==> src/source/kd_params.svh <==
/*
 Shared sizes for the KD-tree search engine
 Patch components, tree depth, node-word fields and leaf index
*/

`ifndef KD_PARAMS_SVH
`define KD_PARAMS_SVH

// Patch geometry
`define KD_COMP_WIDTH   11                                 // One unsigned component
`define KD_NUM_COMPS    5                                  // Components per patch
`define KD_PATCH_WIDTH  (`KD_COMP_WIDTH * `KD_NUM_COMPS)   // 55 bit patch

// Tree geometry
`define KD_DEPTH        6                                  // Internal levels
`define KD_NUM_NODES    ((1 << `KD_DEPTH) - 1)             // 63 internal nodes, heap order
`define KD_LEAF_WIDTH   `KD_DEPTH                          // 64 leaves

// Node word layout, split dimension above threshold
`define KD_DIM_WIDTH    3
`define KD_NODE_WIDTH   (`KD_DIM_WIDTH + `KD_COMP_WIDTH)   // 14 bit node word

`endif

==> src/source/kd_pkg.sv <==
/*
 Types shared by the KD-tree search engine
 patch_t: flat and per-component views of one patch
 node_word_t: split dimension and threshold of an internal node
*/

`default_nettype none

`include "kd_params.svh"

package kd_pkg;

  // One patch word, read two ways
  typedef union packed {
    logic [`KD_PATCH_WIDTH-1:0]                   flat;  // Transport and pipeline view
    logic [`KD_NUM_COMPS-1:0][`KD_COMP_WIDTH-1:0] comp;  // Component 0 in the low bits
  } patch_t;

  // Stored in each internal node
  typedef struct packed {
    logic [`KD_DIM_WIDTH-1:0]                  split_dim;  // Values above 4 clamp to comp 4
    logic [`KD_NODE_WIDTH-`KD_DIM_WIDTH-1:0]   threshold;  // Unsigned, same width as a component
  } node_word_t;

endpackage

`default_nettype wire

==> src/source/kd_node_loader.sv <==
/*
 Node loader for the KD-tree
 Four-phase req/ack receiver, heap-order write address with wrap at 62,
 and one-hot write strobe for the 63 internal nodes
*/

`timescale 1ns/1ps
`default_nettype none

`include "kd_params.svh"

module kd_node_loader
  import kd_pkg::*;
(
  input  logic                     clk,
  input  logic                     rst_n,
  input  logic                     node_req,   // Host request, word valid while high
  input  node_word_t               node_wdata,
  output logic                     node_ack,
  output logic [`KD_NUM_NODES-1:0] node_wen,   // One-hot, one bit per node
  output node_word_t               node_word   // Word that goes with the strobe
);

  localparam int ADDR_W = $clog2(`KD_NUM_NODES);

  logic [ADDR_W-1:0] wr_addr;   // Next heap index to write
  logic              wr_pend;   // Strobe cycle of an accepted word
  logic              accept;    // New request this cycle
  node_word_t        word_q;

  // Only a fresh request, not one still waiting for its ack
  assign accept = node_req && !node_ack && !wr_pend;

  // Handshake and address state
  always_ff @(posedge clk) begin
    if (!rst_n) begin
      node_ack <= 1'b0;
      wr_pend  <= 1'b0;
      wr_addr  <= '0;
    end else begin
      wr_pend <= accept;
      if (wr_pend) begin
        node_ack <= 1'b1;  // Ack goes up with the node write
        // Wrap so a second load replaces the whole tree
        wr_addr  <= (wr_addr == ADDR_W'(`KD_NUM_NODES - 1)) ? '0 : wr_addr + 1'b1;
      end else if (!node_req) begin
        node_ack <= 1'b0;  // Host has released the request
      end
    end
  end

  // Capture the word at the accepting edge
  always_ff @(posedge clk) begin
    if (accept) begin
      word_q <= node_wdata;
    end
  end

  // Address decoder, strobe only in the pending cycle
  always_comb begin
    node_wen = '0;
    if (wr_pend) begin
      node_wen[wr_addr] = 1'b1;
    end
  end

  assign node_word = word_q;

endmodule

`default_nettype wire

==> config.mk <==
export PLATFORM = sky130hd
export DESIGN_NAME = kd_node_loader
export DESIGN_NICKNAME = d
export VERILOG_FILES = /design/src/source/kd_pkg.sv /design/src/source/kd_node_loader.sv
export VERILOG_INCLUDE_DIRS = /design/src /design/src/source
export SDC_FILE = /design/constraint.sdc
export NUM_CORES = 1
export LEC_CHECK = 0
export BUFFER_PORTS_ARGS = -buffer_cell sky130_fd_sc_hd__buf_2
export CORE_ASPECT_RATIO = 1.5
export CORE_MARGIN = 5
export CORE_UTILIZATION = 25
export CTS_CLUSTER_DIAMETER = 100
export DETAILED_ROUTE_END_ITERATION = 6
export GPL_TIMING_DRIVEN = 0
export SYNTH_ARGS = -nofsm -noshare
export SYNTH_HDL_FRONTEND = slang
export SYNTH_SLANG_ARGS = --single-unit
==> constraint.sdc <==
create_clock -name clk -period 5.65 [get_ports clk]
set_input_delay 0.2825 -clock clk [delete_from_list [all_inputs] [get_ports clk]]
set_output_delay 0.2825 -clock clk [all_outputs]
set_load 0.05 [all_outputs]
* Yosys cells after proc, flatten, opt, wreduce, memory -nomap -nowiden
Cells that the tools add are included.
** Word-level totals
- Input port bits :: 17
- Word-level logic and storage cells :: 21
- Output and inout bits :: 78
- Register bits after elaboration :: 22
** Cells by class
- Order comparisons :: 2
- Equality and inequality tests :: 2
- Reduce and logical (&&, ||, !) cells :: 5
- Multiplexer cells :: 6
- Add/subtract/negate cells :: 1
** Operators by type and width (number)
- 2-to-1 mux 63 bit :: 1
- < comparator 6 x 7 -> 1 bit (second input constant) :: 1
- adder 6 x 1 -> 6 bit (second input constant) :: 1
- demux 1 bit (select 6 bit) :: 1
- == test 6 bit (second input constant) :: 1
- >= comparator 6 x 1 -> 1 bit (second input constant) :: 1
- 2-to-1 mux 6 bit :: 1
- logical AND 1 bit :: 3
- 2-to-1 mux 1 bit :: 3
- logical NOT 1 bit :: 2
- inequality test 2 x 1 -> 1 bit (second input constant) :: 1

* Logic depth before layout (Yosys ltp)
- Depth in word-level cells :: 5
- Depth in mapped cells :: 6
- Mapped depth without buffers :: 5

* Least setup slack after synthesis
OpenSTA, ideal clock, no wires.
- Kind :: reg2out
- Start point :: reg wr_addr[0]
- End point :: out node_wen[15]
- Slack :: 3.120 ns
- Path buffers :: 1
- Arrival :: 2.247 ns
- Cell stages (with the launch flop) :: 4
- Data required time :: 5.368 ns
- Cells stage by stage :: dfxtp_1 > buf_4 > nand4_4 > nor4b_1
** On the way
- Word-level cells in the longest chain between the ends :: 5
- Elaborated cells between the ends (all ways) :: 6
- Classes of those cells :: 2 x order compare; 3 x mux; 1 x reduce/logical
** RTL lines
- start, declared :: line kd_node_loader.sv:26 : logic [ADDR_W-1:0] wr_addr;
- start signal, assigned :: line kd_node_loader.sv:45 : wr_addr <= (wr_addr == ADDR_W'(`KD_NUM_NODES - 1)) ? '0 : wr_addr + 1'b1;
- < comparator 6 x 7 -> 1 bit (not written as such) / >= comparator 6 x 1 -> 1 bit (equally long branches) :: line kd_node_loader.sv:63 : node_wen[wr_addr] = 1'b1;
- logical AND 1 bit (not written as such) :: line kd_node_loader.sv:63
- 2-to-1 mux 1 bit (not written as such) :: line kd_node_loader.sv:63
- demux 1 bit (select 6 bit) * :: line kd_node_loader.sv:63
- 2-to-1 mux 63 bit * :: line kd_node_loader.sv:62 : if (wr_pend) begin
- end, declared :: line kd_node_loader.sv:20 : output logic [`KD_NUM_NODES-1:0] node_wen,
Mark *: on every way between the ends. The rest lies on a longest branch, timed or not.

* Worst setup path after layout
- Start point :: reg wr_addr[1]
- End point :: out node_wen[43]
Same word-level chain as after synthesis.

==> flow_summary.toml <==
[clock_tree]
insertion_delay_ps = 250
numCtsBuffers = 3
cts_hold_buf = 0
cts_tree = "built"
cts_resized = 0
cts.sinks = 22
post_cts_buffers = 0
path_clk_slew_ps = 70
root_buffer = "clkbuf_8"
htreeDepth = 1
cts_buffer_depth = 2

[finish]
nNetsFinal = 263
fin_util = 0.383
area_delta_synth_final_pct = 49.3
final_common_cell = "buf_2"
layout-drive-gt1-share = 0.469
n_fill_cell = 520
insertedDiodeCount = 0
layout_common_cells = "buf_2, nor2_1, edfxtp_1"

[die]
start_util = 0.257
die_area_um2 = 6520
core_um2 = 4850
rows = 31
ios = 95
die_h_um = 96.4
dieWidth_um = 67.6

[detailed_routing]
met3WireLength_um = 380
wirelength_um = 3810
wl_per_cell_um = 12.3
viasPerCell = 4.33
drt-met1-wl_um = 1480
met2WireLength_um = 1930
ant_nets = 0
drc_errors = 0
top_layer = "met4"
drt_iter0_drc = 38
via_count = 1337
drtPass1Iterations = 4

[grt]
gr-total-overflow = 0
first_global_vias = 1331
grt_pass1_wl_um = 5950
grt.total_usage = 0.115
antenna_found_initial = 0
grt_max_degree = 15

[sta]
slew_viol_final = 0
holdWs_ps = 203
worst_pin_slew_ps = 587
finalWorstSetupSlack_ps = 3550
period_needed_ps = 2100
period_share = 0.372
slew_headroom = 0.604
hold_violations = 0
rsz0062_at_grt = "no"
setup_viol = 0
skew_ps = 4.05
fin_tns_setup_ps = 0
clock.fmax_mhz = 476

[power]
p_leak_nw = 0.916
p_per_area_nw_per_um2 = 182
irDropWorstVdd_uv = 66.8

[yosys]
synth_cells = 144
synth_area_per_cell_um2 = 8.65
synth.distinct_cells = 35
synth_nets = 163
ys_seq_area_frac = 0.466
synth_seq_cells = 22
ys_warn_count = 0
syn_area_um2 = 1240

[critical_path]
start_kind = "flop"
arrival_ps = 1820
worst_ep_required_time_ps = 5370
crit_type = "flop to output port"
cp_max_fo = 10
cp-end-kind = "output port"

[placement]
io_buffer_count = 94
dpl.hpwl_um = 3060
pre_cts_ws_ps = 3790
globalplace.congestion = 0.721

[run_status]
status = "finished clean"

[flow_run]
maxCapViolCount = 0

[min_path]
hold_path_class = "input pin to flop"
==> synthesized netlist by cell type, drive strengths merged <==
| cell | count | area (um2) |
|---|---|---|
| nand4 | 2 | 27.5 |
| xor2 | 3 | 26.3 |
| nand3 | 7 | 52.6 |
| o21ai | 1 | 5.00 |
| and2 | 1 | 6.26 |
| ha | 2 | 25.0 |
| a21boi | 1 | 7.51 |
| nand3b | 3 | 26.3 |
| nor4b | 1 | 8.76 |
| edfxtp | 14 | 420 |
| nor2b | 2 | 12.5 |
| dfxtp | 8 | 160 |
| nor3 | 2 | 10.0 |
| inv | 1 | 3.75 |
| a21oi | 1 | 5.00 |
| nand2 | 7 | 26.3 |
| and2b | 2 | 15.0 |
| o31a | 1 | 8.76 |
| or3b | 1 | 8.76 |
| nor3b | 2 | 20.0 |
| and3 | 1 | 6.26 |
| nand2b | 2 | 12.5 |
| buf | 9 | 73.8 |
| or3 | 1 | 6.26 |
| a211oi | 1 | 7.51 |
| xnor2 | 1 | 8.76 |
| nor2 | 67 | 254 |
==> power breakdown <==
part           internal (mW)  switching, mW  leakage, nW
logic                 0.0164         0.0446        0.694
registers              0.181        0.00367        0.199
clock network         0.0500         0.0434       0.0228
total                  0.247         0.0916        0.916
==> worst max-delay path, cell delays in order (launching register included) <==
cell	delay (ps)
dfxtp_1	440
buf_4	210
nor2b_1	170
nand3_1	290
nor2_1	190
buf_2	280
==> layout make-up <==
type,instances,area (um2),share of cell area
well taps,66,82.6,0.0444
multi-input cells,112,592,0.318
clock buffers,4,45.0,0.0242
plain buffers,9,73.8,0.0397
repair buffers,95,482,0.259
inverters,1,3.75,0.00202
flip-flops and latches,22,581,0.312
==> cells by family after synthesis <==
| group | synth area share |
|---|---|
| xor+xnor | 0.0281 |
| fa+ha+maj | 0.0201 |
| simple gates | 0.396 |
| compound gates | 0.0271 |
| flops | 0.466 |
| buf+inv | 0.0623 |
==> registers in the layout (all words and copies together), names as in the netlist <==
register,cells
node_word,14
wr_addr,6
node_ack,1
wr_pend,1
==> layer usage <==
metal | global-route usage | up-vias
met5 | 0 | -
met4 | 0.0254 | 0
met2 | 0.218 | 73
met1 | 0.132 | 594
li1 | - | 668
met3 | 0.0185 | 2
==> per-stage QoR <==
step,total power [mW],instance area (um2),instances
3_5_place_dp,0.250,1810,305
6_report,0.339,1860,309
4_1_cts,0.345,1860,309
3_3_place_gp,0.248,1800,304
2_1_floorplan,0.232,1240,144
5_1_grt,0.360,1860,309
==> worst paths after layout <==
path,from,end,slack (ps),depth (start not counted)
setup / recovery,wr_addr[1]$_SDFFE_PN0P_,node_wen[43],3550,5
hold / removal,node_wdata[6],node_word[6]$_DFFE_PP_,200,1
setup reg to reg,wr_addr[0]$_SDFFE_PN0P_,wr_addr[1]$_SDFFE_PN0P_,4130,6
hold reg to reg,node_ack$_SDFFE_PN0P_,node_ack$_SDFFE_PN0P_,560,2
(Power assumes the default switching activity.)
